### config.mk
export PLATFORM = sky130hd
export DESIGN_NAME = victim_select
export DESIGN_NICKNAME = d
export VERILOG_FILES = /design/src/rtl/dl1_pkg.sv /design/src/rtl/victim_select.sv
export SDC_FILE = /design/constraint.sdc
export NUM_CORES = 1
export LEC_CHECK = 0
export ABC_AREA = 1
export BUFFER_PORTS_ARGS = -buffer_cell sky130_fd_sc_hd__buf_2
export CORE_MARGIN = 5
export CORE_UTILIZATION = 35
export CTS_BUF_LIST = sky130_fd_sc_hd__clkbuf_8
export DETAILED_ROUTE_END_ITERATION = 10
export HOLD_SLACK_MARGIN = 0.12
export SLEW_MARGIN = 20
export SYNTH_ARGS = -nofsm -noshare
export SYNTH_HDL_FRONTEND = slang
export SYNTH_SLANG_ARGS = --single-unit
### constraint.sdc
create_clock -name cache_clk -period 1.1 [get_ports cache_clk]
set_input_delay 0.055 -clock cache_clk [delete_from_list [all_inputs] [get_ports cache_clk]]
set_output_delay 0.055 -clock cache_clk [all_outputs]
set_load 0.01 [all_outputs]
### src/rtl/dl1_pkg.sv
// ============================================================
// Geometry is fixed at 2 ways, 16 sets, 4-word lines of 32 bits
// Controller state encoding shared with the protocol checks
// ============================================================
`default_nettype none

package dl1_pkg;

	// CPU word and address split
	localparam int DATA_W         = 32;
	localparam int BYTE_OFF_W     = 2;
	localparam int WORDS_PER_LINE = 4;
	localparam int WORD_SEL_W     = 2;
	localparam int LINE_W         = DATA_W * WORDS_PER_LINE;

	// Set organisation
	localparam int SETS    = 16;
	localparam int INDEX_W = 4;
	localparam int WAYS    = 2;

	// Tag is whatever is left above index, word select and byte offset
	localparam int TAG_W       = DATA_W - INDEX_W - WORD_SEL_W - BYTE_OFF_W;
	localparam int LINE_ADDR_W = TAG_W + INDEX_W;

	// Miss handling states
	typedef enum logic [1:0]
	{
		CTRL_IDLE   = 2'd0,
		CTRL_EVICT  = 2'd1,
		CTRL_REFILL = 2'd2
	} ctrl_state_t;

endpackage

`default_nettype wire
### src/rtl/victim_select.sv
// ============================================================
// Empty ways are filled first, lowest index wins; otherwise a
// free-running LFSR picks the way
// ============================================================
`timescale 1ns/1ns
`default_nettype none

module victim_select
	import dl1_pkg::*;
(
	input  logic            cache_clk,
	input  logic            rst_n,
	input  logic [WAYS-1:0] valid,
	output logic [WAYS-1:0] victim_way
);

	logic [15:0]              lfsr;
	logic                     feedback;
	logic [$clog2(WAYS)-1:0]  rand_way;

	// Taps 16, 14, 13, 11
	assign feedback = lfsr[15] ^ lfsr[13] ^ lfsr[12] ^ lfsr[10];

	always_ff @(posedge cache_clk or negedge rst_n)
	begin
		if (!rst_n)
			lfsr <= 16'hace1;
		else
			lfsr <= {lfsr[14:0], feedback};
	end

	assign rand_way = lfsr[$clog2(WAYS)-1:0];

	// Walk down so the lowest invalid way is the last to overwrite
	always_comb
	begin
		victim_way = '0;
		victim_way[rand_way] = 1'b1;
		for (int w = WAYS - 1; w >= 0; w--)
		begin
			if (!valid[w])
			begin
				victim_way    = '0;
				victim_way[w] = 1'b1;
			end
		end
	end

endmodule

`default_nettype wire

==> flow_summary_export.csv <==
group,metric,value,unit
clock_network,post_cts_buffers,0,
worst_setup_path,critPathMaxFanout,2,
layout,fin_util,46.25,%
timing,hold_violations,0,
timing,finalMaxSlewViolations,0,
status,violations,"setup timing",
layout,drive_gt1_share,48.89,%
timing,timing.hold.ws,249.4,ps
floorplanning,rows,13,
timing,max_freq,0.8828,GHz
synthesis,syn_area,489.2,sq um
worst_setup_path,r2r-start,"lfsr[13]",
layout,seqCellArea,410.4,sq um
run,cap_violations,0,
clock_network,insertion_delay,240,ps
layout,largest_register_ffs,16,
layout,final_area,609.3,sq um
floorplanning,initial_core_util,37.13,%
layout,fillers,110,
clock_network,clock_sinks,16,
detailed_routing,vias,257,
placement,post-place-ws,202.6,ps
clock_network,htreeDepth,1,
worst_setup_path,worstSetupEndpointType,"output pin",
detailed_routing,drc,0,
min_path,hold_path_class,"input port to async pin",
layout,reg.largest.list,"lfsr x16",
pwr,p_leak,0.3046,nW
synthesis,syn_area_per_cell,13.98,sq um
detailed_routing,initialDrtViolationCount,0,
floorplanning,die_y,47.39,microns
placement,place_congestion,0.6911,
layout,top_register,"lfsr",
timing,relSlewSlack,78.74,%
pwr,irDropWorstVdd,0.0008450,V
pwr,power_density,1833,mW/mm^2
floorplanning,fp.dieArea,0.002245,sq mm
synthesis,synth_seq_cells,16,
worst_setup_path,slowest_stage,"dfstp_2",
global_route,grt_pass1_vias,279,
clock_network,cts_buffers,3,
detailed_routing,antenna_left,0,
detailed_routing,avgViaCountPerCell,4.283,
synthesis,synth_cell_types,7,
clock_network,clk_pin_slew_worst_paths,60,ps
clock_network,clk_path_buf_depth,2,
floorplanning,ios,6,
layout,final_nets,50,
status,outcome,"complete, but fails checks",
synthesis,postSynthCellCount,35,
detailed_routing,dr.pass1.iters,1,
synthesis,yosys_warnings,0,
global_route,grt_overflow,0,
synthesis,syn_nets,39,
synthesis,synth_top_cell_by_area,"dfstp_2",
worst_setup_path,path_buf_inv,3,
worst_setup_path,path_cells,"inv_2 -> nand2_2 -> nand2_2 -> inv_2 -> buf_6",
clock_network,cts-root-buf,"clkbuf_8",
placement,portBuffers,5,
global_route,grt_pass1_wl,1186,microns
worst_setup_path,crit_required,1040,ps
global_route,grt_max_degree,17,
floorplanning,core-area,0.001318,sq mm
timing,setup_violations,2,
timing,post-route-period-util,103.0,%
timing,setup_ws,-32.76,ps
placement,placed_cell_area,533.0,sq um
detailed_routing,wl_per_cell,11.12,microns
timing,worst_pin_slew,319.0,ps
synthesis,yosysSeqAreaShare,83.89,%
global_route,antenna_found_initial,0,
worst_setup_path,cp_top_family,"flip-flops",
global_route,grtUsageTotal,8.425,%
worst_setup_path,crit_path_max_incr_delay,540,ps
timing,tns,-56.50,ps
timing,final.min_clock_period,1133,ps
placement,dpl.hpwl,446.1,microns
clock_network,cts_tree,"done",
worst_setup_path,start_kind,"register",
timing,rsz0062_at_grt,"true",
floorplanning,fp.dieW,47.39,microns
layout,diodes,0,
worst_setup_path,cp.arrival,1080,ps
worst_setup_path,critPathKind,"register to output pin",
layout,multi_input_area,61.31,sq um
synthesis,yosys.area.top_type_share,42.97,%
detailed_routing,routed_wirelength,667,microns
worst_setup_path,crit_start,"lfsr[0]",
timing,fin_skew,1.301,ps
synthesis,ys_top_cells_by_area,"dfstp_2 43%, dfrtp_1 41%, nand2_1 7.7%",
layout,area_growth,24.55,%
-- routing by layer --
metal  GRT usage, %  wire length [microns]  up-vias
met5              0                      0        -
met4          8.287                     25        0
met3          4.598                     39        3
met2          10.43                    310        7
met1          9.903                    292      128
li1               -                      -      119
-- cell usage in the layout (no fill, tap or decap), drive strengths merged --
cell type    netlist  final
nand2             10     10
buf                0      5
clkbuf             0      4
dlygate4sd3        0      1
dfrtp              8      8
nor2               2      2
inv                6      6
xnor2              1      1
dfstp              8      8
-- worst paths after layout --
path / end / slack (ps) / cells past startpoint
setup / recovery: victim_way[1] / -30 / 5
min in group cache_clk: lfsr[6] / 350 / 0
max in group asynchronous: lfsr[6] / 560 / 2
setup reg to reg: lfsr[0] / 210 / 5
hold / removal: lfsr[1] / 250 / 2
hold reg to reg: lfsr[6] / 350 / 0
-- where the power goes --
group / switching [mW] / total, mW / internal (mW)
combinational: 0.0181 / 0.0306 / 0.0125
sequential: 0 / 0.590 / 0.590
clock: 0.179 / 0.496 / 0.317
total: 0.197 / 1.12 / 0.920
-- per-stage QoR --
| stage | instances | power [mW] |
|---|---|---|
| after global placement | 55 | 0.6222 |
| after global routing | 60 | 1.164 |
| after floorplan | 35 | 0.6046 |
| final | 60 | 1.117 |
| after detailed placement | 55 | 0.6242 |
| after CTS | 60 | 1.128 |
-- cell usage after synthesis, drive strengths merged --
cell type / count
nand2: 10
dfrtp: 8
dfstp: 8
inv: 6
nor2: 2
xnor2: 1
-- cell families after synthesis --
group                  count (synthesis)  share of synthesized area (%)
flip-flops                            16                          83.89
AND/OR/NAND/NOR                       12                          9.720
XOR/XNOR                               1                          1.791
buffers and inverters                  6                          4.603
-- repair_timing --
action	CTS	global route
resized for setup	0	5
pin swaps	0	2
setup endpoints to repair	2	2
endpoints found under the hold margin	16	0
hold buffers	1	0
-- worst register-to-register path, cell delays in order, from the launching register on --
cell	delay, ps
dfstp_2	550
nand2_1	80
inv_1	50
nor2_1	30
nand2_1	60
nand2_1	50
-- area by class of cell --
type	count	share of cell area [%]
flip-flops and latches	16	67.35
multi-input cells	13	10.06
well taps	15	3.080
inverters	6	3.696
repair buffers	6	6.776
clock buffers	4	9.035
Note: power is estimated with default switching activity, not from simulation.
