==> src/rtl/dl1_pkg.sv <==
// ============================================================
// Geometry is fixed at 2 ways, 16 sets, 4-word lines of 32 bits
// Controller state encoding shared with the protocol checks
// ============================================================
`default_nettype none

package dl1_pkg;

	// CPU word and address split
	localparam int DATA_W         = 32;
	localparam int BYTE_OFF_W     = 2;
	localparam int WORDS_PER_LINE = 4;
	localparam int WORD_SEL_W     = 2;
	localparam int LINE_W         = DATA_W * WORDS_PER_LINE;

	// Set organisation
	localparam int SETS    = 16;
	localparam int INDEX_W = 4;
	localparam int WAYS    = 2;

	// Tag is whatever is left above index, word select and byte offset
	localparam int TAG_W       = DATA_W - INDEX_W - WORD_SEL_W - BYTE_OFF_W;
	localparam int LINE_ADDR_W = TAG_W + INDEX_W;

	// Miss handling states
	typedef enum logic [1:0]
	{
		CTRL_IDLE   = 2'd0,
		CTRL_EVICT  = 2'd1,
		CTRL_REFILL = 2'd2
	} ctrl_state_t;

endpackage

`default_nettype wire
==> src/rtl/dl1_controller.sv <==
// ============================================================
// One miss at a time; refill words must arrive in order 0..3
// and the victim is only written back when it is dirty
// ============================================================
`timescale 1ns/1ns
`default_nettype none

module dl1_controller
	import dl1_pkg::*;
(
	input  logic                   cache_clk,
	input  logic                   rst_n,
	input  logic                   cpu_read,
	input  logic                   cpu_write,
	input  logic                   hit,
	input  logic [WAYS-1:0]        victim_way,
	input  logic                   victim_dirty,
	input  logic                   dirty_ack,
	input  logic                   fill_valid,
	input  logic [DATA_W-1:0]      fill_data,
	input  logic [LINE_ADDR_W-1:0] line_addr,
	output logic                   halt,
	output logic                   dirty_req,
	output logic                   fill_req,
	output logic [LINE_ADDR_W-1:0] fill_addr,
	output logic [WAYS-1:0]        way_fill,
	output logic [LINE_W-1:0]      fill_line,
	output logic [WAYS-1:0]        held_victim
);

	ctrl_state_t           state;
	logic [WORD_SEL_W-1:0] word_cnt;
	logic [LINE_W-1:0]     fill_buf;
	logic                  miss;
	logic                  last_word;

	assign miss      = (cpu_read || cpu_write) && !hit;
	assign last_word = fill_valid && (word_cnt == WORD_SEL_W'(WORDS_PER_LINE - 1));

	// Halt covers the request cycle of a miss and the whole handling
	assign halt = (state != CTRL_IDLE) || miss;

	// Install strobe on the edge of the final refill beat
	assign way_fill = ((state == CTRL_REFILL) && last_word) ? held_victim : '0;

	//============================================================
	// Miss FSM and handshakes
	//============================================================
	always_ff @(posedge cache_clk or negedge rst_n)
	begin
		if (!rst_n)
		begin
			state       <= CTRL_IDLE;
			dirty_req   <= 1'b0;
			fill_req    <= 1'b0;
			fill_addr   <= '0;
			held_victim <= '0;
			word_cnt    <= '0;
		end
		else
		begin
			case (state)
				CTRL_IDLE:
				begin
					if (miss)
					begin
						held_victim <= victim_way;
						fill_addr   <= line_addr;
						word_cnt    <= '0;
						if (victim_dirty)
						begin
							dirty_req <= 1'b1;
							state     <= CTRL_EVICT;
						end
						else
						begin
							fill_req <= 1'b1;
							state    <= CTRL_REFILL;
						end
					end
				end
				CTRL_EVICT:
				begin
					// Hand over straight from write-back to refill
					if (dirty_ack)
					begin
						dirty_req <= 1'b0;
						fill_req  <= 1'b1;
						state     <= CTRL_REFILL;
					end
				end
				CTRL_REFILL:
				begin
					if (fill_valid)
						word_cnt <= word_cnt + 1'b1;
					if (last_word)
					begin
						fill_req <= 1'b0;
						state    <= CTRL_IDLE;
					end
				end
				default:
				begin
					dirty_req <= 1'b0;
					fill_req  <= 1'b0;
					state     <= CTRL_IDLE;
				end
			endcase
		end
	end

	// Refill collection buffer
	always_ff @(posedge cache_clk)
	begin
		if ((state == CTRL_REFILL) && fill_valid)
			fill_buf[word_cnt*DATA_W +: DATA_W] <= fill_data;
	end

	// Last beat goes straight into the install line
	always_comb
	begin
		fill_line = fill_buf;
		fill_line[word_cnt*DATA_W +: DATA_W] = fill_data;
	end

endmodule

`default_nettype wire

==> config.mk <==
export PLATFORM = sky130hd
export DESIGN_NAME = dl1_controller
export DESIGN_NICKNAME = d
export VERILOG_FILES = /design/src/rtl/dl1_pkg.sv /design/src/rtl/dl1_controller.sv
export SDC_FILE = /design/constraint.sdc
export NUM_CORES = 1
export LEC_CHECK = 0
export BUFFER_PORTS_ARGS = -buffer_cell sky130_fd_sc_hd__buf_4
export CORE_UTILIZATION = 50
export DETAILED_ROUTE_END_ITERATION = 16
export PLACE_DENSITY = 0.81
export SYNTH_ARGS = -nofsm -noshare
export SYNTH_HDL_FRONTEND = slang
export SYNTH_SLANG_ARGS = --single-unit
==> constraint.sdc <==
create_clock -name cache_clk -period 7.9 [get_ports cache_clk]
set_clock_uncertainty 0.1 [all_clocks]
set_input_delay 1.58 -clock cache_clk [delete_from_list [all_inputs] [get_ports cache_clk]]
set_output_delay 1.58 -clock cache_clk [all_outputs]
set_load 0.05 [all_outputs]
==> results.md, run 1 <==
* Reg clk slew, reported paths at ~60 ps
* Global-route wire length before repair at 28.7 mm
* Antenna violations before repair at 0
* Slew HR at roughly 29%
* Critical Path Sink Type: output port
* Main combinational cell family by area after synthesis: compound AO/OA/AOI/OAI gates
* WL/cell at around 19 um
* Clk Tree Root Cell: clkbuf_16
* Synth top area share at roughly 53%
* Commonest non-fill, non-tap cell in the layout: buf_4
* Post-CTS setup buffers at 0
* Mapped Area at approximately 0.0072 mm2
* Fin cells at roughly 1000
* Vias at between 5000 and 6000
* Worst hold path cell count at 1
* CP required at 6220 ps
* Worst r2r src: word_cnt[0]
* Synth Area in Simple Gates at 6.95%
* Worst setup SP type: register
* Worst R2R Setup Slack at 4770 ps
* Fin crit period at between 5000 and 6000 ps
* Post-synthesis adder-cell area fraction at less than 1%
* Most frequent cells in the layout: buf_4 (240), edfxtp_1 (128), inv_1 (101), nand2_1 (97), o21ai_0 (71)
* Final Net Count at just under 900
* DR iter-0 viols at 464
* Vias in the first global route at roughly 5400
* Syn Inst Count at 585
* Routed WL at roughly 19 mm
* Initial Util at about half
* Yosys warning count at 0
* RSZ-0062 raised after global routing: no
* Port Buffers at about 230
* Flops & latches, synth at between 150 and 200
* Placed cells at approximately 1000
* Most Frequent Cell on Critical Path: buf_4
* Post-Synth XOR/XNOR Area at 0%
* Total CTS buffers at 17
* PnR worst setup slack at about 2700 ps
* Status: finished clean
* H-tree depth at 4
* DRC viols at 0
* Final setup viols at 0
* Peak Freq at just under 0.2 GHz
* Top post-synthesis cells by area: edfxtp_1 (53%), dfrtp_1 (12%), mux2_4 (5.4%)
* Fill count at 1016
* Crit path cell chain: inv_1 -> ha_1 -> buf_4 -> and4b_1 -> buf_4 -> nand2_1 -> o21ai_0 -> buf_4
* Slew Limit Fails at 0
* CTS Sinks at about 160
* Slowest stage delay, CP at 720 ps
* # diodes at 0
* Final period utilization at about 66%
* Synth Area in Compound Gates at a little under an eighth
* Register area share after synthesis at between 60 and 70%
* Core area at roughly 0.014 mm2
* Grt ovf at 0
* Clk_lat worst skew at around 420 ps
* DP HPWL at roughly 13 mm
* Measured slew at the worst slew-check pin at roughly 1100 ps
* Row count at 43
* Vias per inst at between 5 and 6
* Slowest CP cell: and4b_1
* Final hold vios at 0
* Post-Place Setup Slack at approximately 3200 ps
* CTS max path bufs at 2
* Largest net degree at the start of global routing at 76
* Share of layout cells above drive strength 1 at 37.5%
* I/O pins at 233
* Synthesized Nets at between 600 and 700
* Syn_area_per_cell at ~12 um2
* Crit path DAT at 3500 ps
* TNS Setup at 0 ps
* Max Cap Viol at 0
* Worst Hold Launch: fill_addr[10]
* Reg2reg end: fill_buf[46]
* Die extent in x at between 100 and 150 um
* Hold buffer count at cts at 0
* Hold endpoint: fill_addr[10]
* CP Max Fanout at 20
* CP Class: register to output port
* Pre-antenna DRT Iters at 5
* Post-synthesis mux area share at between 6 and 7%
* Synthesis-to-finish area growth at 33.3%
* Gates resized, CTS repair at 0
* Worst Path Buf+Inv at 4
* CTS tree: done
* Kind of cell adding the most delay to the critical path: buffers and inverters
* Gpl congestion at approximately 0.8
* Worst Hold Class: register to register
* Die ar. at roughly 0.015 mm2
* Post-synth cell types at 30
* GRT Overall Usage at between 20% and 30%
* Cell taking the most area after synthesis: edfxtp_1
* Chip height at approximately 120 um
* Post-DRT Antenna Nets at 0
* Worst Reg-to-Reg Cells at 7
[metrics by stage]
| step | hold WS (ps) | utilization [%] | cell area, um2 |
|---|---|---|---|
| after global placement | 392 | 64.4 | 9010 |
| after CTS | 412 | 68.8 | 9620 |
| after floorplan | 384 | - | 7210 |
| after global routing | 433 | 68.8 | 9620 |
| after detailed placement | 394 | 64.4 | 9010 |
| final | 411 | 68.8 | 9620 |
[worst reg2reg max path: stages, from the launching register on]
cell and delay (ps):
dfrtp_1 490, inv_1 160, ha_1 490, buf_4 340, and4b_1 720, buf_4 380
nand2_1 90, o21ai_0 150
[Yosys cell counts, drive strengths merged]
cell type	count
or3b	1
o21ai	99
nor4bb	1
nand2b	3
nand3b	2
nor2	4
edfxtp	128
and3	2
a21oi	2
nand2	97
a22o	33
mux2	30
a21bo	1
nor4	1
and4bb	1
clkbuf	13
o21bai	1
o211ai	2
inv	101
and3b	1
ha	5
and4b	1
dfrtp	36
buf	19
nand3	1
[routing by layer]
metal  up-vias  global-route usage, %  share of wire (%)
li1       2457                      -                  -
met4         0                   8.16                1.5
met3        22                   7.87                8.1
met5         -                      0                  0
met1      2650                   32.1                 41
met2       257                   42.5                 50
[cell families after synthesis]
kind of cell	after synthesis
AO/OA/AOI/OAI	138
adder cells (fa/ha/maj)	5
buffers and inverters	133
flip-flops	164
multiplexers	30
AND/OR/NAND/NOR	115
[state kept, by name (all words and copies together), names as in the netlist]
signal,flops
state,2
fill_addr,28
fill_buf,128
word_cnt,2
held_victim,2
fill_req,1
dirty_req,1
[worst max path at each step]
stage	from	slack, ps	to	depth (start not counted)
after CTS	word_cnt[0]	2700	fill_line[46]	8
final	word_cnt[0]	2720	fill_line[46]	8
after floorplan	fill_valid	60	way_fill[0]	3
after detailed placement	word_cnt[0]	3170	fill_line[46]	8
after global placement	word_cnt[0]	3290	fill_line[62]	8
after global routing	word_cnt[0]	2470	fill_line[62]	8
[final cells by class]
cell class | instances | area (um2) | share of cell area, %
Multi-Input combinational cell | 288 | 1860 | 19.3
Clock inverter | 5 | 30.0 | 0.312
Inverter | 101 | 379 | 3.94
Sequential cell | 164 | 4740 | 49.3
Tap cell | 180 | 225 | 2.34
Timing Repair Buffer | 240 | 1800 | 18.7
Clock buffer | 27 | 579 | 6.02
Power of run 1 is not shown: default switching activity piles up to over one toggle a cycle in this logic, so the estimate is an artifact.
==> run 2: changes to the inputs <==
Settings changed: CORE_UTILIZATION 50 to 46, PLACE_DENSITY 0.81 to 0.78.
Clock period 7.9 ns to 4.6 ns, I/O delays scaled along.
==> run 2 against run 1 <==
Sequential share of layout area hardly changed. Global-route usage is 2.8 points lower. Routed wire length is 4.2% lower. Utilization is 5.8 points lower. Register-to-register slack worse by 2900 ps. Sequential cell count stayed put. Clock-buffer cell count is 4 lower. Critical path type unchanged. Largest cell class unchanged.
==> results.md, run 2 (synthesized netlist as in run 1, its figures left out) <==
* Status: finished clean
* Slowest stage delay, CP at slightly below 800 ps
* Gpl congestion at between 0.7 and 0.8
* Worst r2r src: word_cnt[0]
* Port Buffers at about 230
* Slew HR at about 28%
* Pre-antenna DRT Iters at 5
* Slowest CP cell: and4bb_2
* Final hold vios at 0
* TNS Setup at 0 ps
* Final setup viols at 0
* # diodes at 0
* Die ar. at 0.0162 mm2
* Max FFs per register at 128
* RSZ-0062 raised after global routing: no
* Largest net degree at the start of global routing at just over 80
* Crit path cell chain: inv_1 -> ha_1 -> buf_4 -> and4bb_2 -> nand2_1 -> o21ai_0 -> buf_4
* Peak Freq at between 0.2 and 0.25 GHz
* Final period utilization at between 90 and 100%
* Routed WL at 18.1 mm
* Final Net Count at ~890
* DP HPWL at 12.2 mm
* GRT Overall Usage at roughly 23%
* Clk Tree Root Cell: clkbuf_16
* Chip height at between 100 and 150 um
* CP Class: register to output port
* Vias at around 5300
* Biggest regs: fill_buf (128), fill_addr (28)
* Worst Path Buf+Inv at 3
* Total CTS buffers at 17
* Multi-input logic area at approximately 0.0019 mm2
* Reg clk slew, reported paths at around 60 ps
* Grt ovf at 0
* Row count at 45
* CP required at ~3600 ps
* Global-route wire length before repair at 28.3 mm
* CTS Sinks at 164
* Max Cap Viol at 0
* Initial Util at a little under half
* I/O pins at 233
* Gates resized, CTS repair at 0
* Worst Hold Class: input port to asynchronous set/reset pin
* Crit path DAT at about 3100 ps
* DRC viols at 0
* Most Frequent Cell on Critical Path: buf_4
* Commonest non-fill, non-tap cell in the layout: buf_4
* Post-DRT Antenna Nets at 0
* Worst Reg-to-Reg Cells at 6
* Kind of cell adding the most delay to the critical path: simple AND/OR/NAND/NOR gates
* Most frequent cells in the layout: buf_4 (242), edfxtp_1 (128), inv_1 (101), nand2_1 (97), o21ai_0 (71)
* Clk_lat worst skew at 410 ps
* Worst R2R Setup Slack at around 1800 ps
* Vias per inst at 5.06
* Worst setup SP type: register
* H-tree depth at 4
* Reg with most FFs: fill_buf
* Fill count at between 1000 and 1500
* WL/cell at around 17 um
* DR iter-0 viols at between 400 and 500
* Core area at 0.0153 mm2
* Post-CTS setup buffers at 0
* Hold buffer count at cts at 0
* Critical Path Sink Type: output port
* CTS max path bufs at 2
* Die extent in x at about 130 um
* Share of layout cells above drive strength 1 at 37.2%
* Reg2reg end: fill_buf[16]
* Antenna violations before repair at 0
* Seq. cell area at 0.00474 mm2
* Measured slew at the worst slew-check pin at around 1100 ps
* CTS tree: done
* Slew Limit Fails at 0
* Vias in the first global route at just over 5000
* CP Max Fanout at 32
* Synthesis-to-finish area growth at 33.2%
* Fin crit period at approximately 4200 ps
[run 2: stage by stage]
step | std cells | area [um2] | setup slack, ps | hold slack [ps] | util, %
floorplan | 585 | 7220 | 162 | 384 | -
global route | 1038 | 9610 | 167 | 376 | 63.0
global placement | 1006 | 9060 | 940 | 392 | 59.4
detailed placement | 1006 | 9060 | 879 | 395 | 59.4
finish | 1038 | 9610 | 439 | 359 | 63.0
CTS | 1038 | 9610 | 413 | 354 | 63.0
[run 2: cell type report]
| class | count | area share, % |
|---|---|---|
| Clock buffer | 23 | 4.87 |
| Clock inverter | 9 | 0.846 |
| Inverter | 101 | 3.94 |
| Multi-Input combinational cell | 288 | 19.3 |
| Sequential cell | 164 | 49.4 |
| Tap cell | 211 | 2.75 |
| Timing Repair Buffer | 242 | 18.9 |
[run 2: worst max-delay path by stage]
stage | start | to | slack, ps | cells after the start
2_1_floorplan | fill_valid | way_fill[0] | 160 | 3
3_3_place_gp | word_cnt[0] | fill_line[3] | 940 | 7
3_5_place_dp | word_cnt[0] | fill_line[23] | 880 | 7
4_1_cts | word_cnt[0] | fill_line[16] | 410 | 7
5_1_grt | word_cnt[0] | fill_line[15] | 170 | 7
6_report | word_cnt[0] | fill_line[16] | 440 | 7
[run 2: layer usage]
metal | up-vias | GRT usage (%) | routed length, um
li1 | 2465 | - | -
met1 | 2577 | 30.7 | 7840
met2 | 199 | 36.9 | 8900
met3 | 12 | 6.07 | 1190
met4 | 0 | 6.09 | 176
met5 | - | 0 | 0
[run 2: worst reg2reg max path, stage by stage (launching register included)]
cell and delay (ps):
dfrtp_1 470, inv_1 180, ha_1 390, buf_4 380, and4bb_2 780, nand2_1 130, o21ai_0 140
Power of run 2 is left out for the same reason.
